`src/source/procPkg.sv`:
```
// ==========================================================================
// Processor core shared types
// ==========================================================================
package procPkg;

    localparam int wordWidth    = 16;  // Data, address and instruction width
    localparam int regAddrWidth = 3;   // Eight registers
    localparam int regCount     = 1 << regAddrWidth;
    localparam int opcodeWidth  = 5;

    // Major opcodes in bits 15:11, anything else traps
    typedef enum logic [opcodeWidth-1:0] {
        opHalt = 5'b00000,
        opJ    = 5'b00100,
        opAddi = 5'b01000,
        opBeqz = 5'b01100,
        opBnez = 5'b01101,
        opSt   = 5'b10000,
        opLd   = 5'b10001,
        opLbi  = 5'b11000,
        opAlu  = 5'b11011
    } opcode_t;

    // Function field of opAlu, bits 1:0
    typedef enum logic [1:0] {
        fnAdd = 2'b00,
        fnSub = 2'b01,
        fnAnd = 2'b11,
        fnXor = 2'b10
    } aluFunct_t;

    // Multicycle sequencer, one instruction in flight
    typedef enum logic [2:0] {
        stFetch     = 3'd0,
        stDecode    = 3'd1,
        stExecute   = 3'd2,
        stMemory    = 3'd3,
        stWriteback = 3'd4,
        stHalted    = 3'd5
    } procState_t;

endpackage

```
`src/source/decode.sv`:
```
// ==========================================================================
// Instruction decode and register file
// ==========================================================================
module decode (
    input  logic                              clk,
    input  logic                              rst,
    input  logic [procPkg::wordWidth-1:0]     instrReg,
    input  procPkg::procState_t               state,
    input  logic [procPkg::wordWidth-1:0]     wbData,
    input  logic                              wbEn,
    output procPkg::opcode_t                  opcode,
    output procPkg::aluFunct_t                funct,
    output logic [procPkg::wordWidth-1:0]     rsVal,
    output logic [procPkg::wordWidth-1:0]     rtVal,
    output logic [procPkg::wordWidth-1:0]     imm,
    output logic [procPkg::regAddrWidth-1:0]  destReg,
    output logic                              isMem,
    output logic                              isStore,
    output logic                              isBranch,
    output logic                              isJump,
    output logic                              isHalt,
    output logic                              illegal
);
    import procPkg::*;

    logic [wordWidth-1:0]    regs [regCount];
    logic [regAddrWidth-1:0] rsIdx;
    logic [regAddrWidth-1:0] rtIdx;
    logic                    useImm5;       // Base plus short offset forms

    // Fixed field positions
    assign opcode  = opcode_t'(instrReg[15:11]);
    assign funct   = aluFunct_t'(instrReg[1:0]);
    assign destReg = instrReg[10:8];
    assign rsIdx   = instrReg[7:5];
    assign rtIdx   = instrReg[4:2];

    // Class flags from opcode only
    always_comb begin
        isMem    = 1'b0;
        isStore  = 1'b0;
        isBranch = 1'b0;
        isJump   = 1'b0;
        isHalt   = 1'b0;
        illegal  = 1'b0;
        useImm5  = 1'b0;
        case (opcode)
            opAlu, opLbi: ;                     // Plain register writers
            opAddi:       useImm5 = 1'b1;
            opLd: begin
                isMem   = 1'b1;
                useImm5 = 1'b1;
            end
            opSt: begin
                isMem   = 1'b1;
                isStore = 1'b1;
                useImm5 = 1'b1;
            end
            opBeqz, opBnez: isBranch = 1'b1;
            opJ:            isJump   = 1'b1;
            opHalt:         isHalt   = 1'b1;
            default:        illegal  = 1'b1;    // Unassigned opcode
        endcase
    end

    // Sign extension, 5-bit or 8-bit
    assign imm = useImm5 ? {{(wordWidth-5){instrReg[4]}}, instrReg[4:0]}
                         : {{(wordWidth-8){instrReg[7]}}, instrReg[7:0]};

    // Register file, r0 never written so reads zero
    always_ff @(posedge clk) begin
        if (rst) begin
            for (int i = 0; i < regCount; i++) begin
                regs[i] <= '0;
            end
        end else if (wbEn && destReg != '0) begin
            regs[destReg] <= wbData;
        end
    end

    // Operand latch at end of decode
    always_ff @(posedge clk) begin
        if (state == stDecode) begin
            rsVal <= regs[rsIdx];
            rtVal <= regs[rtIdx];
        end
    end

endmodule

```
`src/source/execute.sv`:
```
// ==========================================================================
// ALU and branch unit
// ==========================================================================
module execute (
    input  logic                           clk,
    input  logic                           rst,
    input  procPkg::procState_t            state,
    input  procPkg::opcode_t               opcode,
    input  procPkg::aluFunct_t             funct,
    input  logic [procPkg::wordWidth-1:0]  rsVal,
    input  logic [procPkg::wordWidth-1:0]  rtVal,
    input  logic [procPkg::wordWidth-1:0]  imm,
    input  logic [procPkg::wordWidth-1:0]  pc,
    output logic [procPkg::wordWidth-1:0]  aluOut,
    output logic                           branchTaken,
    output logic [procPkg::wordWidth-1:0]  branchTarget
);
    import procPkg::*;

    logic [wordWidth-1:0] opB;          // Second ALU operand
    logic [wordWidth-1:0] aluResult;
    logic                 condMet;

    assign opB = (opcode == opAlu) ? rtVal : imm;   // Register form vs immediate

    always_comb begin
        case (opcode)
            opAlu: begin
                case (funct)
                    fnAdd:   aluResult = rsVal + opB;
                    fnSub:   aluResult = rsVal - opB;
                    fnAnd:   aluResult = rsVal & opB;
                    fnXor:   aluResult = rsVal ^ opB;
                    default: aluResult = rsVal + opB;
                endcase
            end
            opLbi:   aluResult = imm;           // Immediate passes straight through
            default: aluResult = rsVal + opB;   // ADDI and effective address for LD/ST
        endcase
    end

    // Zero test on rs
    always_comb begin
        case (opcode)
            opBeqz:  condMet = (rsVal == '0);
            opBnez:  condMet = (rsVal != '0);
            default: condMet = 1'b0;
        endcase
    end

    // Relative to the following word
    assign branchTarget = pc + 1'b1 + imm;

    always_ff @(posedge clk) begin
        if (state == stExecute) begin
            aluOut <= aluResult;            // Held through memory and writeback
        end
    end

    always_ff @(posedge clk) begin
        if (rst) begin
            branchTaken <= 1'b0;
        end else if (state == stExecute) begin
            branchTaken <= condMet;         // Consumed by PC update in writeback
        end
    end

endmodule

```
`src/source/fetchControl.sv`:
```
// ==========================================================================
// PC, instruction register and sequencer
// ==========================================================================
module fetchControl #(
    parameter logic [procPkg::wordWidth-1:0] resetPc = '0
) (
    input  logic                           clk,
    input  logic                           rst,
    input  logic [procPkg::wordWidth-1:0]  instr,
    input  logic                           branchTaken,
    input  logic [procPkg::wordWidth-1:0]  branchTarget,
    input  logic                           isMem,
    input  logic                           isJump,
    input  logic                           illegal,
    input  logic                           isHalt,
    input  logic                           memDone,
    output logic [procPkg::wordWidth-1:0]  instrAddr,
    output logic [procPkg::wordWidth-1:0]  instrReg,
    output procPkg::procState_t            state,
    output logic                           halted,
    output logic                           err
);
    import procPkg::*;

    logic [wordWidth-1:0] pc;         // Word address of current instruction
    procState_t           nextState;

    assign instrAddr = pc;                      // Fetch port always shows PC
    assign halted    = (state == stHalted);

    // Sequencer next state
    always_comb begin
        nextState = state;
        case (state)
            stFetch:     nextState = stDecode;
            stDecode:    nextState = (isHalt || illegal) ? stHalted : stExecute;
            stExecute:   nextState = isMem ? stMemory : stWriteback;  // Skip memory if unused
            stMemory: begin
                if (memDone) begin                                  // Held by pready
                    nextState = stWriteback;
                end
            end
            stWriteback: nextState = stFetch;
            stHalted:    nextState = stHalted;                      // Only reset leaves
            default:     nextState = stHalted;                      // Unused encodings park
        endcase
    end

    always_ff @(posedge clk) begin
        if (rst) begin
            state <= stFetch;
            pc    <= resetPc;
            err   <= 1'b0;
        end else begin
            state <= nextState;
            if (state == stWriteback) begin
                // Taken branch or jump, else sequential
                if (branchTaken || isJump) begin
                    pc <= branchTarget;
                end else begin
                    pc <= pc + 1'b1;
                end
            end
            if (state == stDecode && illegal) begin
                err <= 1'b1;                        // Sticky until reset
            end
        end
    end

    // Instruction port answers in the same cycle
    always_ff @(posedge clk) begin
        if (state == stFetch) begin
            instrReg <= instr;
        end
    end

endmodule

```
`src/source/proc.sv`:
```
// ==========================================================================
// Multicycle processor top level
// ==========================================================================
module proc #(
    parameter logic [procPkg::wordWidth-1:0] resetPc = '0
) (
    input  logic                           clk,
    input  logic                           rst,
    output logic [procPkg::wordWidth-1:0]  instrAddr,
    input  logic [procPkg::wordWidth-1:0]  instr,
    output logic [procPkg::wordWidth-1:0]  paddr,
    output logic                           psel,
    output logic                           penable,
    output logic                           pwrite,
    output logic [procPkg::wordWidth-1:0]  pwdata,
    input  logic [procPkg::wordWidth-1:0]  prdata,
    input  logic                           pready,
    output logic                           halted,
    output logic                           err
);
    import procPkg::*;

    procState_t              state;
    opcode_t                 opcode;
    aluFunct_t               funct;
    logic [wordWidth-1:0]    instrReg;
    logic [wordWidth-1:0]    rsVal;
    logic [wordWidth-1:0]    rtVal;
    logic [wordWidth-1:0]    imm;
    logic [regAddrWidth-1:0] destReg;
    logic                    isMem;
    logic                    isJump;
    logic                    isHalt;
    logic                    illegal;
    logic [wordWidth-1:0]    aluOut;
    logic                    branchTaken;
    logic [wordWidth-1:0]    branchTarget;
    logic                    memDone;
    logic                    wbEn;
    logic [wordWidth-1:0]    wbData;

    fetchControl #(.resetPc(resetPc)) fetchInst (
        .clk(clk), .rst(rst), .instr(instr),
        .branchTaken(branchTaken), .branchTarget(branchTarget),
        .isMem(isMem), .isJump(isJump), .illegal(illegal), .isHalt(isHalt),
        .memDone(memDone), .instrAddr(instrAddr), .instrReg(instrReg),
        .state(state), .halted(halted), .err(err)
    );

    decode decodeInst (
        .clk(clk), .rst(rst), .instrReg(instrReg), .state(state),
        .wbData(wbData), .wbEn(wbEn), .opcode(opcode), .funct(funct),
        .rsVal(rsVal), .rtVal(rtVal), .imm(imm), .destReg(destReg),
        .isMem(isMem), .isStore(), .isBranch(), .isJump(isJump),
        .isHalt(isHalt), .illegal(illegal)
    );

    execute executeInst (
        .clk(clk), .rst(rst), .state(state), .opcode(opcode), .funct(funct),
        .rsVal(rsVal), .rtVal(rtVal), .imm(imm), .pc(instrAddr),   // PC seen on fetch port
        .aluOut(aluOut), .branchTaken(branchTaken), .branchTarget(branchTarget)
    );

    resultStage resultInst (
        .clk(clk), .rst(rst), .state(state), .opcode(opcode),
        .aluOut(aluOut), .rtVal(rtVal), .prdata(prdata), .pready(pready),
        .paddr(paddr), .pwdata(pwdata), .psel(psel), .penable(penable),
        .pwrite(pwrite), .memDone(memDone), .wbEn(wbEn), .wbData(wbData)
    );

endmodule

```
`src/source/resultStage.sv`:
```
// ==========================================================================
// APB data port and writeback select
// ==========================================================================
module resultStage (
    input  logic                           clk,
    input  logic                           rst,
    input  procPkg::procState_t            state,
    input  procPkg::opcode_t               opcode,
    input  logic [procPkg::wordWidth-1:0]  aluOut,
    input  logic [procPkg::wordWidth-1:0]  rtVal,
    input  logic [procPkg::wordWidth-1:0]  prdata,
    input  logic                           pready,
    output logic [procPkg::wordWidth-1:0]  paddr,
    output logic [procPkg::wordWidth-1:0]  pwdata,
    output logic                           psel,
    output logic                           penable,
    output logic                           pwrite,
    output logic                           memDone,
    output logic                           wbEn,
    output logic [procPkg::wordWidth-1:0]  wbData
);
    import procPkg::*;

    typedef enum logic [1:0] {
        apbIdle,
        apbSetup,
        apbAccess
    } apbState_t;

    apbState_t            apbState;
    logic                 memOp;
    logic [wordWidth-1:0] loadData;     // Captured prdata

    assign memOp = (opcode == opLd) || (opcode == opSt);

    // Bus signals stay steady while pready is low
    assign paddr   = aluOut;                    // Registered in execute
    assign pwdata  = rtVal;
    assign psel    = (apbState != apbIdle);
    assign penable = (apbState == apbAccess);
    assign pwrite  = psel && (opcode == opSt);
    assign memDone = penable && pready;

    // Setup begins on the first cycle of stMemory
    always_ff @(posedge clk) begin
        if (rst) begin
            apbState <= apbIdle;
        end else begin
            case (apbState)
                apbIdle: begin
                    if (state == stExecute && memOp) begin
                        apbState <= apbSetup;
                    end
                end
                apbSetup:  apbState <= apbAccess;
                apbAccess: begin
                    if (pready) begin           // Completes on first ready access
                        apbState <= apbIdle;
                    end
                end
                default:   apbState <= apbIdle;
            endcase
        end
    end

    always_ff @(posedge clk) begin
        if (memDone && !pwrite) begin
            loadData <= prdata;
        end
    end

    // Writeback value and enable
    assign wbData = (opcode == opLd) ? loadData : aluOut;

    always_comb begin
        wbEn = 1'b0;
        if (state == stWriteback) begin
            case (opcode)
                opAlu, opAddi, opLbi, opLd: wbEn = 1'b1;
                default:                    wbEn = 1'b0;
            endcase
        end
    end

endmodule
```
`config.mk`:
```
export PLATFORM = sky130hd
export DESIGN_NAME = proc
export DESIGN_NICKNAME = d
export VERILOG_FILES = /design/src/source/procPkg.sv /design/src/source/decode.sv /design/src/source/execute.sv /design/src/source/fetchControl.sv /design/src/source/proc.sv /design/src/source/resultStage.sv
export SDC_FILE = /design/constraint.sdc
export NUM_CORES = 1
export LEC_CHECK = 0
export ABC_AREA = 1
export BUFFER_PORTS_ARGS = -buffer_cell sky130_fd_sc_hd__buf_2
export CORE_MARGIN = 2
export CORE_UTILIZATION = 50
export CTS_CLUSTER_DIAMETER = 50
export CTS_CLUSTER_SIZE = 20
export DETAILED_ROUTE_END_ITERATION = 12
export PLACE_DENSITY = 0.68
export SYNTH_ARGS = -nofsm -noshare
export SYNTH_HDL_FRONTEND = slang
export SYNTH_SLANG_ARGS = --single-unit
```
`constraint.sdc`:
```
create_clock -name clk -period 7.9 [get_ports clk]
set_input_delay 0.79 -clock clk [delete_from_list [all_inputs] [get_ports clk]]
set_output_delay 0.79 -clock clk [all_outputs]
set_load 0.05 [all_outputs]
```
==> flow_summary_export.csv, run 1 <==
group,metric,value,unit
sta,fin_tns_setup,0,ns
sta,slew_violations,0,
synthesis,synth_area_leaders,"edfxtp_1 (44%), nand2_1 (8.5%), o21ai_0 (6.9%)",
critical_path,start_kind,"flip-flop",
sta,fin_skew,0.0172,ns
place,port_buffers,87,
power,p_per_area,463,nW/µm²
clock_tree,path_clk_slew,0.06,ns
sta,tightest_slew,1.10,ns
sta,fin_ws,3.62,ns
critical_path,reg2reg_from,"fetchInst.instrReg[4]",
place,dp_hpwl,29800,µm
min_path,hold_class,"in2reg",
route,num_vias,12700,
synthesis,synthCells,1771,
critical_path,crit_path_end_kind,"flip-flop",
synthesis,ys_ff_latch,231,
critical_path,rr_endpoint,"executeInst.aluOut[14]",
floorplan,rows,61,
final_layout,area_growth,11.9,%
clock_tree,cts_setup_buffers,0,
critical_path,reg2reg_slack,3.62,ns
synthesis,netlist.area_leader.share,0.437,
min_path,worstHoldPathCells,1,
global_routing,gr-total-overflow,0,
floorplan,die_y,173,µm
global_routing,track_usage,0.275,
synthesis,async_flop_share,0,
clock_tree,cts_resized,0,
final_layout,regArea,6710,µm²
route,dr.first_iter.drc_count,1203,
critical_path,required,8.22,ns
final_layout,fill_cells,2640,
synthesis,synth-main-ff-cell,"edfxtp_1",
route,dr.pass1.iters,6,
place,dpl_worst_slack,3.68,ns
clock_tree,cts_tree,"yes",
synthesis,syn_area,14300,µm²
final_layout,fin_nets,1918,
floorplan,core,27900,µm²
synthesis,synth_seq_area_share,0.469,
route,antenna_left,0,
sta,fin_crit,4.28,ns
synthesis,synth_area_leader_cell,"edfxtp_1",
clock_tree,cts_buffers,29,
global_routing,grt_max_degree,114,
clock_tree,cts.sinks,231,
sta,fin_crit_sh,0.542,
critical_path,critical_path_arrival,4.60,ns
global_routing,grt_pass1_vias,12000,
clock_tree,root_buffer,"clkbuf_16",
run,maxCapViolCount,0,
synthesis,post_synth_num_cell_types,51,
clock_tree,h-tree-depth,1,
clock_tree,clockBufferDepth,3,
route,drc_errors,0,
final_layout,diodes,0,
synthesis,yosysMostFrequentCell,"nand2_1",
sta,final_hold_viol_count,0,
route,totalWireLength,42000,µm
synthesis,avgSynthCellArea,8.07,µm²
route,avgRoutedWirePerCell,18.8,µm
final_layout,utilization,0.572,
critical_path,path_class,"reg2reg",
critical_path,cp_max_fo,33,
critical_path,cp_slowest_stage_delay,0.82,ns
synthesis,synth_edf_count,208,
floorplan,dieArea,30000,µm²
clock_tree,clkLatencyLatePin,0.58,ns
critical_path,worst-r2r-cell-count,19,
sta,max_freq,0.234,GHz
floorplan,io_pins,88,
place,routabilityCongestion,0.935,
floorplan,die_w,173,µm
global_routing,antenna_found_initial,0,
global_routing,grt_pass1_wl,65300,µm
power,ir_worst_vdd,0.312,mV
critical_path,slowest_stage,"inv_1",
sta,slew_headroom,0.268,
sta,rsz0062_at_grt,"false",
run_status,outcome,"complete, no violations",
min_path,min_to,"fetchInst.instrReg[8]",
clock_tree,ctsHoldBuffers,0,
power,leakage,7.06,nW
final_layout,multi_input_area,6480,µm²
synthesis,yosys-top-cells-count,"nand2_1 (322), nor2_1 (254), edfxtp_1 (208)",
min_path,hp-start,"instr[8]",
final_layout,drive_gt1_frac,0.0997,
route,via_per_inst,5.67,
critical_path,crit_chain,"inv_1 > nand2_1 > nand2_1 > inv_1 > nor2_1 > inv_1 > o21ai_0 > inv_1 > ha_1 > a21oi_1 > nor2_1 > nor2_1 > nor2_1 > nor2_1 > nand3_1 > nand2_1 > nand2_1 > nand3_1 > nand2_1",
sta,setup_viol,0,
floorplan,start_util,0.512,
synthesis,synth_warnings,0,
==> cells by family after synthesis <==
group,Yosys count,synth area share
DFF,231,0.469
other,1,0.000262
muxes,16,0.0112
buffers and inverters,294,0.0825
adders and majority gates,50,0.0453
xor gates and xnor gates,16,0.00980
and+or+nand+nor,745,0.221
AOI/OAI and AO/OA,418,0.161
==> power by group <==
part,switching [mW],internal [mW],total [mW]
Combinational,2.94,1.20,4.14
Sequential,0.201,1.67,1.87
Clock,0.577,0.822,1.40
==> layer usage <==
metal | up-vias | wire length [µm] | GRT usage
met3 | 83 | 2860 | 0.0387
met1 | 5958 | 17900 | 0.367
met2 | 506 | 19700 | 0.458
met4 | 0 | 1560 | 0.0999
li1 | 6115 | - | -
met5 | - | 0 | 0
==> per-stage QoR <==
step	power [mW]	cells	instance area, µm²	hold WS [ns]
final	7.41	2234	16000	0.385
after global routing	7.99	2234	16000	0.365
after CTS	7.37	2234	16000	0.367
after detailed placement	5.95	2180	15000	0.439
after global placement	5.93	2180	15000	0.442
after floorplan	4.86	1786	14400	0.457
==> cell usage in the layout, fill, tap and decap left out, drive strengths merged, types with 5 or more instances in the layout <==
master  netlist  layout
mux2i        16      16
nand2       329     329
buf          24      99
clkinv        1       9
conb          1      16
o211ai       39      39
nor2        269     269
inv         210     219
o21bai        5       5
nand3       103     103
a21oi       121     121
nand4        17      17
xor2         14      14
ha           47      47
a31oi        38      38
o21ai       199     199
dfxtp        23      23
clkbuf       59      29
nor3         17      17
edfxtp      208     208
==> layout make-up <==
class	count	share of cell area
clock inverters	25	0.0182
well taps	378	0.0296
multi-input cells	1261	0.405
repair buffers	99	0.0329
clock buffers	29	0.0454
flip-flops and latches	231	0.419
inverters	211	0.0495
==> sequential cells by signal (all words and copies together) (netlist names), 3 cells and up <==
name	flops
fetchInst.instrAddr	16
decodeInst.regs	128
resultInst.loadData	16
fetchInst.state	3
fetchInst.instrReg	16
decodeInst.rsVal	16
executeInst.aluOut	16
decodeInst.rtVal	16
==> how the worst max path moves through the flow <==
stage | slack, ns | from | endpoint | cells past startpoint
2_1_floorplan | 4.67 | fetchInst.state[0] | fetchInst.state[0] | 4
3_3_place_gp | 3.90 | fetchInst.instrReg[4] | executeInst.aluOut[13] | 19
3_5_place_dp | 3.68 | fetchInst.instrReg[4] | executeInst.aluOut[14] | 19
4_1_cts | 3.67 | fetchInst.instrReg[4] | executeInst.aluOut[14] | 19
5_1_grt | 3.12 | fetchInst.instrReg[4] | executeInst.aluOut[14] | 19
6_report | 3.62 | fetchInst.instrReg[4] | executeInst.aluOut[14] | 19
==> critical path, delay by kind of cell, from the launching register on <==
kind,cells,cell delay (ns)
and+or+nand+nor,12,1.40
buffers and inverters,4,1.25
AOI/OAI and AO/OA,2,0.52
DFF,1,0.45
adders and majority gates,1,0.40
Power figures use the tool's default switching activity.
==> inputs of run 2 (changes only) <==
--- a/config.mk
+++ b/config.mk
@@ -12,7 +12,7 @@
 export CTS_CLUSTER_DIAMETER = 50
 export CTS_CLUSTER_SIZE = 20
 export DETAILED_ROUTE_END_ITERATION = 12
-export PLACE_DENSITY = 0.68
+export PLACE_DENSITY = 0.7
 export SYNTH_ARGS = -nofsm -noshare
 export SYNTH_HDL_FRONTEND = slang
 export SYNTH_SLANG_ARGS = --single-unit
==> constraint.sdc (replaced) <==
create_clock -name clk -period 3.8 [get_ports clk]
set_input_delay 0.38 -clock clk [delete_from_list [all_inputs] [get_ports clk]]
set_output_delay 0.38 -clock clk [all_outputs]
set_load 0.05 [all_outputs]
==> run 2 against run 1 <==
  * Register-to-register slack got worse by 3.3 ns
  * Clock skew is essentially flat
  * Die area unchanged
  * Wire length grew 0.28%
  * Non-clock buffer count rose by 37
  * Combinational power rose by 110%
  * Core utilization grew 1.4 points
  * Critical path type unchanged
  * Highest routed layer unchanged
==> flow_summary_export.csv, run 2 (same netlist as run 1, synthesis figures left out) <==
group,metric,value,unit
route,totalWireLength,42100,µm
floorplan,start_util,0.512,
sta,fin_crit,3.44,ns
run_status,outcome,"complete, no violations",
sta,max_freq,0.291,GHz
sta,slew_violations,0,
route,via_per_inst,5.69,
sta,fin_tns_setup,0,ns
route,num_vias,12900,
route,wl_met1,17800,µm
global_routing,track_usage,0.279,
critical_path,start_kind,"flip-flop",
route,antenna_left,0,
floorplan,die_w,173,µm
power,finalPower,15.5,mW
final_layout,area_growth,14.7,%
sta,tightest_slew,1.09,ns
final_layout,final_cell_mix,"nand2_1 (322), nor2_1 (253), edfxtp_1 (208), inv_1 (207), o21ai_0 (196)",
clock_tree,clkLatencyLatePin,0.57,ns
floorplan,die_y,173,µm
floorplan,io_pins,88,
route,dr_wl_met3,2840,µm
clock_tree,cts_setup_buffers,0,
critical_path,path_class,"reg2reg",
floorplan,rows,61,
sta,fin_crit_sh,0.905,
floorplan,dieArea,30000,µm²
critical_path,required,4.12,ns
clock_tree,path_clk_slew,0.06,ns
final_layout,diodes,0,
final_layout,layout_commonest_cell,"nand2_1",
route,top_layer,"met4",
min_path,hp-start,"instr[11]",
route,dr.pass1.iters,6,
power,leakage,7.24,nW
clock_tree,h-tree-depth,1,
route,drc_errors,0,
route,wl_met2,20100,µm
sta,setup_viol,0,
global_routing,grt_max_degree,114,
clock_tree,cts.sinks,231,
sta,slew_headroom,0.277,
min_path,hold_class,"in2reg",
critical_path,cp_max_fo,9,
final_layout,utilization,0.587,
global_routing,grt_pass1_wl,66700,µm
critical_path,crit_start,"fetchInst.instrReg[11]",
final_layout,fin_nets,1956,
power,p_per_area,944,nW/µm²
critical_path,reg2reg_from,"fetchInst.instrReg[11]",
place,dp_hpwl,29700,µm
floorplan,core,27900,µm²
global_routing,grt_pass1_vias,12300,
critical_path,critical_path_arrival,3.76,ns
clock_tree,clockBufferDepth,3,
final_layout,drive_gt1_frac,0.108,
final_layout,top_register,"decodeInst.regs",
power,ir_worst_vdd,0.408,mV
global_routing,gr-total-overflow,0,
sta,final_hold_viol_count,0,
route,avgRoutedWirePerCell,18.5,µm
place,routabilityCongestion,0.923,
sta,fin_skew,0.0170,ns
sta,rsz0062_at_grt,"false",
clock_tree,cts_buffers,30,
clock_tree,root_buffer,"clkbuf_16",
final_layout,largest_reg_flops,128,
critical_path,crit_path_end_kind,"flip-flop",
run,maxCapViolCount,0,
route,dr.first_iter.drc_count,1279,
clock_tree,cts_tree,"yes",
place,port_buffers,87,
global_routing,antenna_found_initial,0,
-- run 2: cell types whose count changed in the layout (fill, tap and decap cells not counted), sizes merged --
cell / previous run / this run
buf: 99 / 111
clkbuf: 29 / 32
clkinv: 9 / 16
inv: 219 / 215
bufinv: 4 / 2
clkinvlp: 4 / 1
dlygate4sd3: 0 / 25
-- run 2: report_power, final --
group / switching (mW) / internal [mW] / leakage [nW] / total, mW
Clock: 1.25 / 1.69 / 0.513 / 2.94
Sequential: 0.428 / 3.48 / 2.25 / 3.90
Combinational: 6.05 / 2.57 / 4.48 / 8.62
Total: 7.74 / 7.73 / 7.24 / 15.5
-- run 2: stage by stage --
| step | cells | cell area (µm²) | hold slack (ns) | setup WS, ns |
|---|---|---|---|---|
| 3_3_place_gp | 2192 | 15100 | 0.449 | 0.325 |
| 4_1_cts | 2272 | 16400 | 0.00384 | 0.286 |
| 6_report | 2272 | 16400 | 0.0183 | 0.359 |
| 5_1_grt | 2272 | 16400 | 0.00842 | 0.0311 |
| 2_1_floorplan | 1786 | 14400 | 0.457 | 0.567 |
| 3_5_place_dp | 2192 | 15100 | 0.460 | 0.307 |
-- run 2: final cells by class --
| type | count | area (µm²) |
|---|---|---|
| fill | 2558 | 11500 |
| sequential | 231 | 6710 |
| multi-input combinational | 1261 | 6490 |
| timing repair buffer | 136 | 866 |
| inverter | 211 | 792 |
| clock buffer | 32 | 779 |
| tap | 378 | 473 |
| clock inverter | 23 | 283 |
-- run 2: path summary, 6_finish.rpt --
path,to,slack (ns),cells after the start
worst max register to register,executeInst.aluOut[14],0.36,22
worst min register to register,fetchInst.err,0.47,2
worst min-delay path,fetchInst.instrReg[11],0.02,1
worst max-delay path,executeInst.aluOut[14],0.36,22
-- run 2: worst max-delay path, cell delays in order, from the launching register on --
cell	delay, ns
edfxtp_1	0.47
nor2_2	0.20
nand3_1	0.12
nand2_1	0.10
nand2_1	0.08
nand2_1	0.10
inv_1	0.08
nor2_1	0.13
inv_1	0.13
o21ai_0	0.15
inv_1	0.08
ha_1	0.46
inv_1	0.15
o21ai_0	0.29
nor2_1	0.13
nor2_1	0.10
nor2_1	0.06
nand2_1	0.05
nand2_1	0.05
nand2_1	0.07
o21ai_0	0.07
inv_1	0.08
nand2_1	0.05
-- run 2: routing by layer --
metal | track usage | vias up
met5 | 0 | -
met4 | 0.105 | 0
met3 | 0.0325 | 99
met2 | 0.458 | 521
met1 | 0.380 | 6107
li1 | - | 6211
-- run 2: repair_timing --
action,CTS,global route
hold buffers,25,0
gates resized for setup,0,5
endpoints found under the setup margin,0,4
endpoints found under the hold margin,25,0
